<file path="config.mk">
export PLATFORM = sky130hd
export DESIGN_NAME = logic_sniffer
export DESIGN_NICKNAME = d
export VERILOG_FILES = /design/src/logic_sniffer_pkg.sv /design/src/trig_stage_if.sv /design/src/logic_sniffer.sv /design/src/capture_ctrl.sv /design/src/trigger_stage.sv /design/src/sump_cmd_decoder.sv /design/src/uart_tx.sv /design/src/uart_rx.sv
export SDC_FILE = /design/constraint.sdc
export NUM_CORES = 2
export LEC_CHECK = 0
export BUFFER_PORTS_ARGS = -buffer_cell sky130_fd_sc_hd__buf_2
export CAP_MARGIN = 10
export CORE_MARGIN = 1.5
export CORE_UTILIZATION = 30
export DETAILED_ROUTE_END_ITERATION = 16
export PLACE_DENSITY_LB_ADDON = 0.1
export SLEW_MARGIN = 10
export SYNTH_ARGS = -nofsm -noshare
export SYNTH_HDL_FRONTEND = slang
export SYNTH_SLANG_ARGS = --single-unit
</file>
<file path="constraint.sdc">
create_clock -name clk_i -period 5.1 [get_ports clk_i]
set_input_delay 1.02 -clock clk_i [delete_from_list [all_inputs] [get_ports clk_i]]
set_output_delay 1.02 -clock clk_i [all_outputs]
set_load 0.02 [all_outputs]
</file>
<file path="src/logic_sniffer_pkg.sv">
/*
 * shared widths, UART timing and SUMP opcodes for the logic sniffer
 * command and sample types, including the two views of command data
 * capture FSM state codes
 */

package logic_sniffer_pkg;

  localparam int CHANNELS    = 32;
  localparam int SAMPLE_W    = CHANNELS;
  localparam int NUM_STAGES  = 4;
  localparam int MEM_DEPTH   = 64;
  localparam int ADDR_W      = 6;
  localparam int CLK_PER_BIT = 8;
  localparam int BYTE_W      = 8;
  localparam int CMD_W       = 40;  // opcode byte plus four data bytes

  // bit-time counter, loaded with half a bit to find the middle of the start bit
  localparam int BAUD_W = $clog2(CLK_PER_BIT);
  localparam logic [BAUD_W-1:0] BAUD_LAST = BAUD_W'(CLK_PER_BIT - 1);
  localparam logic [BAUD_W-1:0] BAUD_HALF = BAUD_W'(CLK_PER_BIT / 2 - 1);

  // counts are clamped to the ring buffer depth
  localparam logic [ADDR_W:0] MAX_COUNT = MEM_DEPTH[ADDR_W:0];

  localparam logic [BYTE_W-1:0] OP_RESET      = 8'h00;
  localparam logic [BYTE_W-1:0] OP_RUN        = 8'h01;
  localparam logic [BYTE_W-1:0] OP_ID         = 8'h02;
  localparam logic [BYTE_W-1:0] OP_COUNTS     = 8'h81;
  localparam logic [BYTE_W-1:0] OP_MASK_BASE  = 8'hC0;  // + 4 * stage
  localparam logic [BYTE_W-1:0] OP_VALUE_BASE = 8'hC1;  // + 4 * stage
  localparam logic [BYTE_W-1:0] OP_STAGE_SEL  = 8'hF3;  // clears the stage field
  localparam int                LONG_CMD_BIT  = 7;

  // words go out low byte first, so "1ALS" sits reversed in the word
  localparam logic [SAMPLE_W-1:0] ID_WORD = 32'h534C_4131;

  localparam logic [1:0] CAP_IDLE  = 2'd0;
  localparam logic [1:0] CAP_ARMED = 2'd1;
  localparam logic [1:0] CAP_POST  = 2'd2;
  localparam logic [1:0] CAP_SEND  = 2'd3;

  typedef logic [SAMPLE_W-1:0] sample_t;

  typedef struct packed {
    logic [15:0] read_count;   // samples sent back
    logic [15:0] delay_count;  // samples stored after the trigger
  } counts_t;

  typedef union packed {
    sample_t raw;     // trigger mask or value
    counts_t counts;
  } cmd_data_u;

  typedef struct packed {
    logic [BYTE_W-1:0] opcode;
    cmd_data_u         data;
  } sump_cmd_t;

endpackage
</file>
<file path="src/trig_stage_if.sv">
/*
 * configuration and match result of one trigger stage
 * modports for the decoder, the stage and the capture controller
 */

`timescale 1ns/1ns

interface trig_stage_if;

  logic_sniffer_pkg::sample_t mask;
  logic_sniffer_pkg::sample_t value;
  logic                       armed;
  logic                       match;  // registered in the stage

  modport decoder (output mask, output value, output armed);

  modport stage (input mask, input value, input armed, output match);

  modport capture (input match);

endinterface

</file>
<file path="src/logic_sniffer.sv">
/*
 * logic sniffer top level
 * UART receiver, command decoder, trigger stages, capture controller
 * and UART transmitter
 */

`timescale 1ns/1ns

module logic_sniffer (
  input  logic                                   clk_i,
  input  logic                                   rst_i,
  input  logic [logic_sniffer_pkg::SAMPLE_W-1:0] chls_i,
  input  logic                                   rx_i,
  output logic                                   tx_o
);

  logic_sniffer_pkg::sump_cmd_t         cmd;
  logic                                 cmd_stb;
  logic                                 run_stb;
  logic                                 clr_stb;
  logic                                 id_stb;
  logic [logic_sniffer_pkg::ADDR_W:0]   read_count;
  logic [logic_sniffer_pkg::ADDR_W:0]   delay_count;
  logic [logic_sniffer_pkg::BYTE_W-1:0] tx_data;
  logic                                 tx_stb;
  logic                                 tx_rdy;

  trig_stage_if stage_if [logic_sniffer_pkg::NUM_STAGES] ();

  uart_rx uart_rx_inst (
    .clk_i     (clk_i),
    .rst_i     (rst_i),
    .rx_i      (rx_i),
    .cmd_o     (cmd),
    .cmd_stb_o (cmd_stb)
  );

  sump_cmd_decoder sump_cmd_decoder_inst (
    .clk_i         (clk_i),
    .rst_i         (rst_i),
    .cmd_i         (cmd),
    .cmd_stb_i     (cmd_stb),
    .stage_o       (stage_if),
    .run_stb_o     (run_stb),
    .clr_stb_o     (clr_stb),
    .id_stb_o      (id_stb),
    .read_count_o  (read_count),
    .delay_count_o (delay_count)
  );

  for (genvar g = 0; g < logic_sniffer_pkg::NUM_STAGES; g++) begin : gen_stage
    trigger_stage trigger_stage_inst (
      .clk_i    (clk_i),
      .rst_i    (rst_i),
      .chls_i   (chls_i),
      .stage_io (stage_if[g])
    );
  end

  capture_ctrl capture_ctrl_inst (
    .clk_i         (clk_i),
    .rst_i         (rst_i),
    .chls_i        (chls_i),
    .stage_i       (stage_if),
    .run_stb_i     (run_stb),
    .clr_stb_i     (clr_stb),
    .id_stb_i      (id_stb),
    .read_count_i  (read_count),
    .delay_count_i (delay_count),
    .tx_data_o     (tx_data),
    .tx_stb_o      (tx_stb),
    .tx_rdy_i      (tx_rdy)
  );

  uart_tx uart_tx_inst (
    .clk_i  (clk_i),
    .rst_i  (rst_i),
    .data_i (tx_data),
    .stb_i  (tx_stb),
    .rdy_o  (tx_rdy),
    .tx_o   (tx_o)
  );

endmodule

</file>
<file path="src/capture_ctrl.sv">
/*
 * capture controller
 * ring buffer, trigger OR, post-trigger count and byte-wise readout,
 * plus the ID reply through the same send path
 */

`timescale 1ns/1ns

module capture_ctrl (
  input  logic                                 clk_i,
  input  logic                                 rst_i,
  input  logic_sniffer_pkg::sample_t           chls_i,
  trig_stage_if.capture                        stage_i [logic_sniffer_pkg::NUM_STAGES],
  input  logic                                 run_stb_i,
  input  logic                                 clr_stb_i,
  input  logic                                 id_stb_i,
  input  logic [logic_sniffer_pkg::ADDR_W:0]   read_count_i,
  input  logic [logic_sniffer_pkg::ADDR_W:0]   delay_count_i,
  output logic [logic_sniffer_pkg::BYTE_W-1:0] tx_data_o,
  output logic                                 tx_stb_o,
  input  logic                                 tx_rdy_i
);

  logic_sniffer_pkg::sample_t               mem [logic_sniffer_pkg::MEM_DEPTH];
  logic [logic_sniffer_pkg::ADDR_W-1:0]     wr_ptr;
  logic [logic_sniffer_pkg::ADDR_W-1:0]     rd_ptr;
  logic [1:0]                               state;
  logic [logic_sniffer_pkg::NUM_STAGES-1:0] stage_match;
  logic                                     trig;
  logic                                     wr_en;
  logic [logic_sniffer_pkg::ADDR_W:0]       post_cnt;    // writes left after the trigger
  logic [logic_sniffer_pkg::ADDR_W:0]       words_left;
  logic_sniffer_pkg::sample_t               tx_word;
  logic                                     word_valid;  // tx_word holds the next word
  logic [1:0]                               byte_idx;

  for (genvar g = 0; g < logic_sniffer_pkg::NUM_STAGES; g++) begin : gen_match
    assign stage_match[g] = stage_i[g].match;
  end

  assign trig  = |stage_match;
  assign wr_en = state == logic_sniffer_pkg::CAP_ARMED ||
                 (state == logic_sniffer_pkg::CAP_POST && post_cnt != '0);

  always_ff @(posedge clk_i) begin
    if (wr_en) mem[wr_ptr] <= chls_i;
  end

  always_ff @(posedge clk_i) begin
    if (rst_i) begin
      state      <= logic_sniffer_pkg::CAP_IDLE;
      wr_ptr     <= '0;
      rd_ptr     <= '0;
      post_cnt   <= '0;
      words_left <= '0;
      word_valid <= 1'b0;
      byte_idx   <= '0;
      tx_stb_o   <= 1'b0;
    end else begin
      tx_stb_o <= 1'b0;
      if (wr_en) wr_ptr <= wr_ptr + 1'b1;
      if (clr_stb_i) begin
        state <= logic_sniffer_pkg::CAP_IDLE;
      end else begin
        case (state)
          logic_sniffer_pkg::CAP_IDLE: begin
            if (run_stb_i) begin
              state <= logic_sniffer_pkg::CAP_ARMED;
            end else if (id_stb_i) begin
              tx_word    <= logic_sniffer_pkg::ID_WORD;
              word_valid <= 1'b1;
              words_left <= (logic_sniffer_pkg::ADDR_W + 1)'(1);
              byte_idx   <= '0;
              state      <= logic_sniffer_pkg::CAP_SEND;
            end
          end
          logic_sniffer_pkg::CAP_ARMED: begin
            if (trig) begin  // the trigger sample itself is written this cycle
              post_cnt <= delay_count_i;
              state    <= logic_sniffer_pkg::CAP_POST;
            end
          end
          logic_sniffer_pkg::CAP_POST: begin
            if (post_cnt != '0) begin
              post_cnt <= post_cnt - 1'b1;
            end else begin
              rd_ptr     <= wr_ptr - 1'b1;  // newest sample
              words_left <= read_count_i;
              word_valid <= 1'b0;
              state      <= logic_sniffer_pkg::CAP_SEND;
            end
          end
          default: begin
            if (words_left == '0) begin
              state <= logic_sniffer_pkg::CAP_IDLE;
            end else if (!word_valid) begin
              tx_word    <= mem[rd_ptr];
              rd_ptr     <= rd_ptr - 1'b1;  // walk backwards through the ring
              word_valid <= 1'b1;
              byte_idx   <= '0;
            end else if (tx_rdy_i && !tx_stb_o) begin
              // tx_rdy_i only drops the cycle after the strobe
              tx_stb_o  <= 1'b1;
              tx_data_o <= tx_word[byte_idx*logic_sniffer_pkg::BYTE_W +:
                                   logic_sniffer_pkg::BYTE_W];
              byte_idx  <= byte_idx + 1'b1;
              if (byte_idx == 2'd3) begin
                word_valid <= 1'b0;
                words_left <= words_left - 1'b1;
              end
            end
          end
        endcase
      end
    end
  end

  a_stb_rdy: assert property (@(posedge clk_i) disable iff (rst_i)
    tx_stb_o |-> tx_rdy_i)
    else $error("tx strobe while transmitter busy");

  a_no_write: assert property (@(posedge clk_i) disable iff (rst_i)
    (state == logic_sniffer_pkg::CAP_IDLE || state == logic_sniffer_pkg::CAP_SEND)
      |=> $stable(wr_ptr))
    else $error("sample written outside capture");

endmodule

</file>
<file path="src/trigger_stage.sv">
/*
 * one trigger stage
 * masked compare of the channels against the stored value
 */

`timescale 1ns/1ns

module trigger_stage (
  input  logic                       clk_i,
  input  logic                       rst_i,
  input  logic_sniffer_pkg::sample_t chls_i,
  trig_stage_if.stage                stage_io
);

  logic_sniffer_pkg::sample_t diff;
  logic                       hit;

  assign diff = (chls_i ^ stage_io.value) & stage_io.mask;  // ones where a cared bit differs
  assign hit  = stage_io.armed && (diff == '0);

  always_ff @(posedge clk_i) begin
    if (rst_i) stage_io.match <= 1'b0;
    else stage_io.match <= hit;
  end

  a_no_match_unarmed: assert property (@(posedge clk_i) disable iff (rst_i)
    !stage_io.armed |=> !stage_io.match)
    else $error("trigger stage matched while unarmed");

endmodule

</file>
<file path="src/sump_cmd_decoder.sv">
/*
 * SUMP command decoder
 * per-stage mask, value and armed flag, read and delay counts,
 * run, reset and ID strobes for the capture controller
 */

`timescale 1ns/1ns

module sump_cmd_decoder (
  input  logic                                 clk_i,
  input  logic                                 rst_i,
  input  logic_sniffer_pkg::sump_cmd_t         cmd_i,
  input  logic                                 cmd_stb_i,
  trig_stage_if.decoder                        stage_o [logic_sniffer_pkg::NUM_STAGES],
  output logic                                 run_stb_o,
  output logic                                 clr_stb_o,
  output logic                                 id_stb_o,
  output logic [logic_sniffer_pkg::ADDR_W:0]   read_count_o,
  output logic [logic_sniffer_pkg::ADDR_W:0]   delay_count_o
);

  logic [logic_sniffer_pkg::BYTE_W-1:0]           opcode;
  logic [$clog2(logic_sniffer_pkg::NUM_STAGES)-1:0] stage_sel;
  logic                                           is_mask;
  logic                                           is_value;

  function automatic logic [logic_sniffer_pkg::ADDR_W:0] clamp_count(input logic [15:0] cnt);
    if (cnt > 16'(logic_sniffer_pkg::MEM_DEPTH)) return logic_sniffer_pkg::MAX_COUNT;
    return cnt[logic_sniffer_pkg::ADDR_W:0];
  endfunction

  assign opcode    = cmd_i.opcode;
  assign stage_sel = opcode[3:2];
  assign is_mask   = (opcode & logic_sniffer_pkg::OP_STAGE_SEL) == logic_sniffer_pkg::OP_MASK_BASE;
  assign is_value  = (opcode & logic_sniffer_pkg::OP_STAGE_SEL) == logic_sniffer_pkg::OP_VALUE_BASE;

  always_ff @(posedge clk_i) begin
    if (rst_i) begin
      run_stb_o     <= 1'b0;
      clr_stb_o     <= 1'b0;
      id_stb_o      <= 1'b0;
      read_count_o  <= '0;
      delay_count_o <= '0;
    end else begin
      run_stb_o <= cmd_stb_i && opcode == logic_sniffer_pkg::OP_RUN;
      clr_stb_o <= cmd_stb_i && opcode == logic_sniffer_pkg::OP_RESET;
      id_stb_o  <= cmd_stb_i && opcode == logic_sniffer_pkg::OP_ID;
      if (cmd_stb_i && opcode == logic_sniffer_pkg::OP_RESET) begin
        read_count_o  <= '0;
        delay_count_o <= '0;
      end else if (cmd_stb_i && opcode == logic_sniffer_pkg::OP_COUNTS) begin
        read_count_o  <= clamp_count(cmd_i.data.counts.read_count);
        delay_count_o <= clamp_count(cmd_i.data.counts.delay_count);
      end
    end
  end

  for (genvar g = 0; g < logic_sniffer_pkg::NUM_STAGES; g++) begin : gen_stage_cfg
    always_ff @(posedge clk_i) begin
      if (rst_i) begin
        stage_o[g].mask  <= '0;
        stage_o[g].value <= '0;
        stage_o[g].armed <= 1'b0;
      end else if (cmd_stb_i) begin
        if (is_mask && stage_sel == 2'(g)) stage_o[g].mask <= cmd_i.data.raw;
        if (is_value && stage_sel == 2'(g)) stage_o[g].value <= cmd_i.data.raw;
        // stages with an empty mask stay out of the trigger
        if (opcode == logic_sniffer_pkg::OP_RUN) stage_o[g].armed <= |stage_o[g].mask;
        else if (opcode == logic_sniffer_pkg::OP_RESET) stage_o[g].armed <= 1'b0;
      end
    end
  end

endmodule

</file>
<file path="src/uart_tx.sv">
/*
 * UART transmitter, one byte per strobe
 * start bit, eight data bits LSB first, stop bit
 */

`timescale 1ns/1ns

module uart_tx (
  input  logic                                 clk_i,
  input  logic                                 rst_i,
  input  logic [logic_sniffer_pkg::BYTE_W-1:0] data_i,
  input  logic                                 stb_i,
  output logic                                 rdy_o,
  output logic                                 tx_o
);

  logic [logic_sniffer_pkg::BYTE_W+1:0] shreg;  // stop, data, start
  logic [logic_sniffer_pkg::BAUD_W-1:0] baud_cnt;
  logic [3:0]                           bit_idx;

  assign tx_o = shreg[0];  // ones shift in behind the frame, so the line idles high

  always_ff @(posedge clk_i) begin
    if (rst_i) begin
      shreg    <= '1;
      rdy_o    <= 1'b1;
      baud_cnt <= '0;
      bit_idx  <= '0;
    end else if (rdy_o) begin
      if (stb_i) begin
        shreg    <= {1'b1, data_i, 1'b0};
        rdy_o    <= 1'b0;
        baud_cnt <= logic_sniffer_pkg::BAUD_LAST;
        bit_idx  <= '0;
      end
    end else if (baud_cnt != '0) begin
      baud_cnt <= baud_cnt - 1'b1;
    end else begin
      baud_cnt <= logic_sniffer_pkg::BAUD_LAST;
      shreg    <= {1'b1, shreg[logic_sniffer_pkg::BYTE_W+1:1]};
      if (bit_idx == 4'd9) rdy_o <= 1'b1;  // stop bit done
      else bit_idx <= bit_idx + 1'b1;
    end
  end

  // the sender has to wait for ready, a byte offered while busy is lost
  a_stb_when_rdy: assert property (@(posedge clk_i) disable iff (rst_i)
    stb_i |-> rdy_o)
    else $error("uart_tx strobed while busy");

endmodule

</file>
<file path="src/uart_rx.sv">
/*
 * UART receiver with command assembly
 * short opcodes strobe at once, long ones collect four data bytes, LSB first
 */

`timescale 1ns/1ns

module uart_rx (
  input  logic                         clk_i,
  input  logic                         rst_i,
  input  logic                         rx_i,
  output logic_sniffer_pkg::sump_cmd_t cmd_o,
  output logic                         cmd_stb_o
);

  logic                                   rx_meta;
  logic                                   rx_sync;
  logic                                   busy;
  logic [logic_sniffer_pkg::BAUD_W-1:0]   baud_cnt;
  logic [3:0]                             bit_idx;   // 0 start, 1..8 data, 9 stop
  logic [logic_sniffer_pkg::BYTE_W-1:0]   rx_byte;
  logic [2:0]                             byte_cnt;  // 0 waits for an opcode

  always_ff @(posedge clk_i) begin
    if (rst_i) begin
      rx_meta <= 1'b1;
      rx_sync <= 1'b1;
    end else begin
      rx_meta <= rx_i;
      rx_sync <= rx_meta;
    end
  end

  always_ff @(posedge clk_i) begin
    if (rst_i) begin
      busy      <= 1'b0;
      baud_cnt  <= '0;
      bit_idx   <= '0;
      byte_cnt  <= '0;
      cmd_stb_o <= 1'b0;
    end else begin
      cmd_stb_o <= 1'b0;
      if (!busy) begin
        if (!rx_sync) begin
          busy     <= 1'b1;
          baud_cnt <= logic_sniffer_pkg::BAUD_HALF;
          bit_idx  <= '0;
        end
      end else if (baud_cnt != '0) begin
        baud_cnt <= baud_cnt - 1'b1;
      end else begin
        baud_cnt <= logic_sniffer_pkg::BAUD_LAST;
        bit_idx  <= bit_idx + 1'b1;
        if (bit_idx == 4'd0 && rx_sync) begin
          busy <= 1'b0;  // glitch, line back high at mid start bit
        end else if (bit_idx >= 4'd1 && bit_idx <= 4'd8) begin
          rx_byte <= {rx_sync, rx_byte[logic_sniffer_pkg::BYTE_W-1:1]};
        end else if (bit_idx == 4'd9) begin
          busy <= 1'b0;
          if (rx_sync && byte_cnt == '0) begin
            cmd_o.opcode   <= rx_byte;
            cmd_o.data.raw <= '0;
            if (rx_byte[logic_sniffer_pkg::LONG_CMD_BIT]) byte_cnt <= 3'd1;
            else cmd_stb_o <= 1'b1;
          end else if (rx_sync) begin
            // data arrives low byte first, so shift in from the top
            cmd_o.data.raw <= {rx_byte,
                               cmd_o.data.raw[logic_sniffer_pkg::SAMPLE_W-1:
                                              logic_sniffer_pkg::BYTE_W]};
            if (byte_cnt == 3'(logic_sniffer_pkg::CMD_W / logic_sniffer_pkg::BYTE_W - 1)) begin
              byte_cnt  <= '0;
              cmd_stb_o <= 1'b1;
            end else begin
              byte_cnt <= byte_cnt + 1'b1;
            end
          end
        end
      end
    end
  end

  // a command needs at least one full byte time, so strobes never touch
  a_stb_single: assert property (@(posedge clk_i) disable iff (rst_i)
    cmd_stb_o |=> !cmd_stb_o)
    else $error("cmd_stb_o high on two consecutive cycles");

endmodule

</file>
Yosys cells after proc, flatten, opt, wreduce, memory -nomap -nowiden
Memories as Yosys holds them, arrays and structs flattened. A register that Yosys moved wholly into a read port is not among the register bits.
Cells that the tools add are included.
{"block": "word_totals", "output_inout_bits": 1, "wordCells": 291, "mem_count": 1, "mem_bits_rw": 2048, "in_bits": 35, "ff_bits": 433}
{"name": "capture_ctrl_inst.mem", "words": 64, "word_bits": 32, "rd": 1, "rd_ports_with_merged_regs": 1, "write_ports": 1, "line": "capture_ctrl.sv:24", "text": "logic_sniffer_pkg::sample_t mem [logic_sniffer_pkg::MEM_DEPTH];"}
{"block": "classes", "n_lt_le_gt_ge": 4, "n_bitwise": 21, "add_sub_neg": 11, "reduce_logical": 79, "shift": 1, "n_mux": 97, "eq_ne": 32}
{"operator": "$mux W32", "count": 5}
{"operator": "$and A32 B32 Y32", "count": 4}
{"operator": "$logic_not A32 Y1", "count": 4}
{"operator": "$reduce_or A32 Y1", "count": 4}
{"operator": "$xor A32 B32 Y32", "count": 4}
{"operator": "$mux W7", "count": 13}
{"operator": "$pmux W32 S2", "count": 1}
{"operator": "$mux W1", "count": 37}
{"operator": "$gt A16 B7 Y1 const B", "count": 2}
{"operator": "$shiftx A32 B6 Y8", "count": 1}
{"operator": "$mux W10", "count": 3}
{"operator": "$mux W3", "count": 10}
{"operator": "$mux W6", "count": 5}
{"operator": "$mux W4", "count": 7}
{"operator": "$reduce_and A7 Y1", "count": 4}
{"operator": "$reduce_and A2 Y1", "count": 11}
{"operator": "$logic_and A1 B1 Y1", "count": 21}
{"operator": "$pmux W7 S3", "count": 1}
{"operator": "$mux W2", "count": 10}
{"operator": "$ne A2 B2 Y1 const B", "count": 10}
{"operator": "$reduce_and A6 Y1", "count": 3}
{"operator": "$reduce_bool A3 Y1", "count": 5}
{"operator": "$pmux W7 S2", "count": 1}
{"operator": "$sub A7 B1 Y7 const B", "count": 2}
{"operator": "43 further kinds", "count": 77}

Depth between registers and ports, before layout
{"block": "logic_depth", "ltp_word": 6, "mapped_depth": 12, "depth_no_buf": 8}

By module
From an unflattened synthesis, not the netlist that was laid out.
{"block": "hier_totals", "cells_unflattened": 5615, "hier_area_um2": 97418.4}
{"mod": "capture_ctrl", "cells_each": 3860, "seq_area_each_um2": 63460.9, "n_inst": 1, "area_each_um2": 82196.3}
{"mod": "sump_cmd_decoder", "cells_each": 1283, "seq_area_each_um2": 5545.3, "n_inst": 1, "area_each_um2": 9993.3}
{"mod": "uart_rx", "cells_each": 167, "seq_area_each_um2": 1721.7, "n_inst": 1, "area_each_um2": 2408.6}
{"mod": "trigger_stage", "cells_each": 53, "seq_area_each_um2": 20.0, "n_inst": 4, "area_each_um2": 496.7}
{"mod": "uart_tx", "cells_each": 93, "seq_area_each_um2": 340.3, "n_inst": 1, "area_each_um2": 833.3}

Least setup slack after synthesis
Ideal clock, no wire load.
{"block": "synth_timing", "kind": "in2reg", "startpoint": "input rst_i", "endpoint": "register, netlist name uart_rx_inst.cmd_o[32]", "setup_slack_ns": 0.528, "t_required_ns": 4.728, "t_arrival_ns": 4.200, "setup_time_ns": 0.372, "stages": 4, "n_path_buf": 1, "path_cell_list": "clkbuf_1 -> nor3_1 -> nand2_1 -> nor2_1"}
{"block": "synth_via", "elab_chain_len": 2}
{"item": "start, declared", "line": "logic_sniffer.sv:11", "text": "input logic rst_i,"}
{"item": "$not A1 Y1 (no line)"}
{"item": "$reduce_and A7 Y1 (no line)"}
No other way between the ends.
A chain may end at the register's enable or synchronous reset.

==> results.md <==
- Switching pwr: 17,020 µW
- Post-synth EDFFs: 2,136
- Boundary pin count: 36
- Register area: 71,170 µm²
- Core Rows: 208
- Area fraction of the dominant cell type after synthesis: 0.6621
- WP data required: 5.73 ns
- Remaining DRCs: 0
- Drt first pass iters: 7
- Critical path endpoint category: register
- Num CTS Buffers: 288
- Sequential power share: 0.410
- Peak fanout along the critical path: 29
- Static power due to leakage: 0.03657 µW
- Final Cycle Share: 0.7699
- Chip height: 571.3 µm
- Clk_skew: 0.06843 ns
- Ys flop type: edfxtp_1
- Peak supply drop: 226.3 µV
- Ratio of cells with drive above 1 in the final layout: 0.2369
- Post-synth ARST share: 0
- Routed len/inst: 34.18 µm
- TritonCTS clock tree: built
- DIE AREA: 326,300 µm²
- Synth cell count leaders: edfxtp_1 (2,136), mux4_2 (544), nor2_1 (357)
- Buffers inserted by post-CTS timing repair: 0
- Mapped cell area: 96,880 µm²
- Syn Nets: 5,285
- Final setup viols: 0
- Maximum Capacitance Violations: 0
- Clk sinks: 2,486
- # resized after CTS: 0
- Remaining antenna violation count: 0
- Fin nets: 5,565
- Reg2Reg Setup Slack: 1.17 ns
- Grt ovf: 0
- FMAX: 254.7 MHz
- Sw Ratio: 0.3040
- Port Buffers: 35
- GPL Wtd Cong: 0.8011
- Hold Path Class: input port to register
- Critical path type: register to register
- Initial Utilization: 0.3017
- YS warnings: 0
- Multi-input logic area: 24,640 µm²
- Area leader, netlist: edfxtp_1
- Yosys cell types: 69
- Startpoint Class: register
- Setup_tns: 0 ns
- Hold Vio Cnt, Final: 0
- Vias in the first global route: 53,180
- Top cells by area, synth: edfxtp_1 (66%), mux4_2 (13%), dfxtp_1 (7.2%)
- Fillcell total: 30,450
- Routed wire length: 342,900 µm
- First-pass GRT wire length: 465,700 µm
- Status: complete, no violations
- Minimum clock period: 3.926 ns
- Via density: 5.194
- RSZ-0062 raised after global routing: no
- Capturing point of the worst reg2reg path: capture_ctrl_inst.tx_word[5]$_SDFFCE_PP1P_
- Area Growth Syn to Fin: 16.51%
- Largest net degree at the start of global routing: 69
- H-tree depth: 5
- Count leader, synth: edfxtp_1
- Initial DRC count: 5,716
- Highest-delay cell along the critical path: dfxtp_4
- Antenna violations before repair: 38
- R2R cell count: 6
- Pins Over Slew Limit: 0
- Cells along the critical path: buf_4 -> buf_12 -> mux4_2 -> mux4_2 -> o22ai_1 -> a21oi_1
- GRT Overall Usage: 0.2086
- Worst Setup EP: capture_ctrl_inst.tx_word[5]$_SDFFCE_PP1P_
- Crit path top cell by count: mux4_2
- Die X: 571.3 µm
- CTS Root Cell: clkbuf_16
- Worst-Margin Slew: 1.232 ns
- Clock Power Share: 0.358
- Hold path startpoint: rx_i
- Post-DP HPWL: 208,900 µm
- Max-slew headroom: 0.1765
- Pint: 38,960 µW
- Worst EP arrival: 4.55 ns
- Clock transition at path regs: 0.06 ns
- Yosys reg bits: 2,486
- Worst skew pair latency: 0.93 ns
- Hold-fix buffers, CTS: 0
- Comb pwr share: 0.231
- Slowest stage delay, CP: 0.96 ns
- Clock buffer depth: 4
- Syn_area_per_cell: 18.53 µm²
- Sequential area share after synthesis: 0.7344
- Fin util: 0.3515
- Core Area: 321,100 µm²
- Vias post-DR: 52,100
- Power Density: 495.9 nW/µm²
- Cell count after synthesis: 5,227
-- power groups by stage --
stage	combinational (µW)	sequential, µW	clock, µW
2_1_floorplan	7900	23000	0
3_3_place_gp	13200	23400	0
3_5_place_dp	13200	23400	0
4_1_cts	13200	23000	20500
5_1_grt	13600	23000	21200
6_report	12900	23000	20100
-- kinds of logic (layout without fill, tap and decap cells) --
kind of cell	after synthesis	after routing	synth area share
fa+ha+maj	23	23	0.002971
mux	818	818	0.1549
buf+inv	342	835	0.01710
flops	2486	2486	0.7344
compound gates	526	526	0.03672
xor+xnor	135	135	0.01220
simple gates	897	897	0.04165
other cells	0	6	0
-- routing by layer --
layer  global-route usage  vias to the layer above  routed length (µm)
met1               0.2861                    28470              148100
li1                     -                    21560                   -
met2               0.3488                     1667              166600
met5                    0                        -                  20
met4              0.05131                        4                8233
met3              0.02885                      397               19960
-- placed cells by master, fill, tap and decap left out, drive strengths merged, types with 33 or more instances in the layout --
cell,instances
nor3,34
mux4,544
mux2i,261
nor4,42
xor2,130
nand3,35
buf,297
dfxtp,350
and2,46
clkinv,108
a22oi,146
a21oi,159
edfxtp,2136
nor2,358
nand2,264
clkbuf,368
o21ai,42
inv,46
nor2b,33
-- cell type report --
type,instances,area share
Clock buffer,368,0.06869
Clock inverter,135,0.01067
Antenna cell,6,0.0001330
Timing Repair Buffer,297,0.02286
Sequential cell,2486,0.6305
Multi-Input combinational cell,2399,0.2183
Tap cell,4305,0.04772
Inverter,35,0.001164
-- worst min-delay path by stage --
stage | end | cells after the start
finish | uart_rx_inst.rx_meta$_SDFF_PP1_ | 2
global route | uart_rx_inst.rx_meta$_SDFF_PP1_ | 2
CTS | uart_rx_inst.rx_meta$_SDFF_PP1_ | 2
detailed placement | uart_rx_inst.rx_sync$_SDFF_PP1_ | 1
global placement | uart_rx_inst.rx_sync$_SDFF_PP1_ | 1
floorplan | uart_rx_inst.rx_sync$_SDFF_PP1_ | 1
-- flip-flops by register name, indices dropped and copies added (netlist names), 7 cells and up, named ones only --
register and count:
capture_ctrl_inst.tx_data_o 8, sump_cmd_decoder_inst.read_count_o 7, sump_cmd_decoder_inst.stage_o.mask 128, capture_ctrl_inst.tx_word 32, uart_rx_inst.rx_byte 8, sump_cmd_decoder_inst.stage_o.value 128
capture_ctrl_inst.words_left 7, capture_ctrl_inst.post_cnt 7, uart_rx_inst.cmd_o 40, uart_tx_inst.shreg 9, capture_ctrl_inst.mem 2048, sump_cmd_decoder_inst.delay_count_o 7
-- through the flow --
step                cell area (µm²)  hold slack [ns]  total power [µW]  setup WS [ns]  std cells
CTS                          112900           0.2720             56710          1.101      10030
global route                 112900           0.3100             57850         0.9174      10030
detailed placement           103900           0.4281             36570          1.091       9522
floorplan                     96880           0.3895             30850         0.5284       5227
finish                       112900           0.3481             55970          1.174      10030
global placement             103900           0.4219             36610          1.028       9522
-- worst max-delay path: cells and delay by family, from the launching register on --
family | cells | cell delay [ns]
AOI/OAI and AO/OA | 2 | 0.73
buffers and inverters | 2 | 0.77
DFF | 1 | 0.96
muxes | 2 | 1.09
Note: power is estimated with default switching activity, not from simulation.
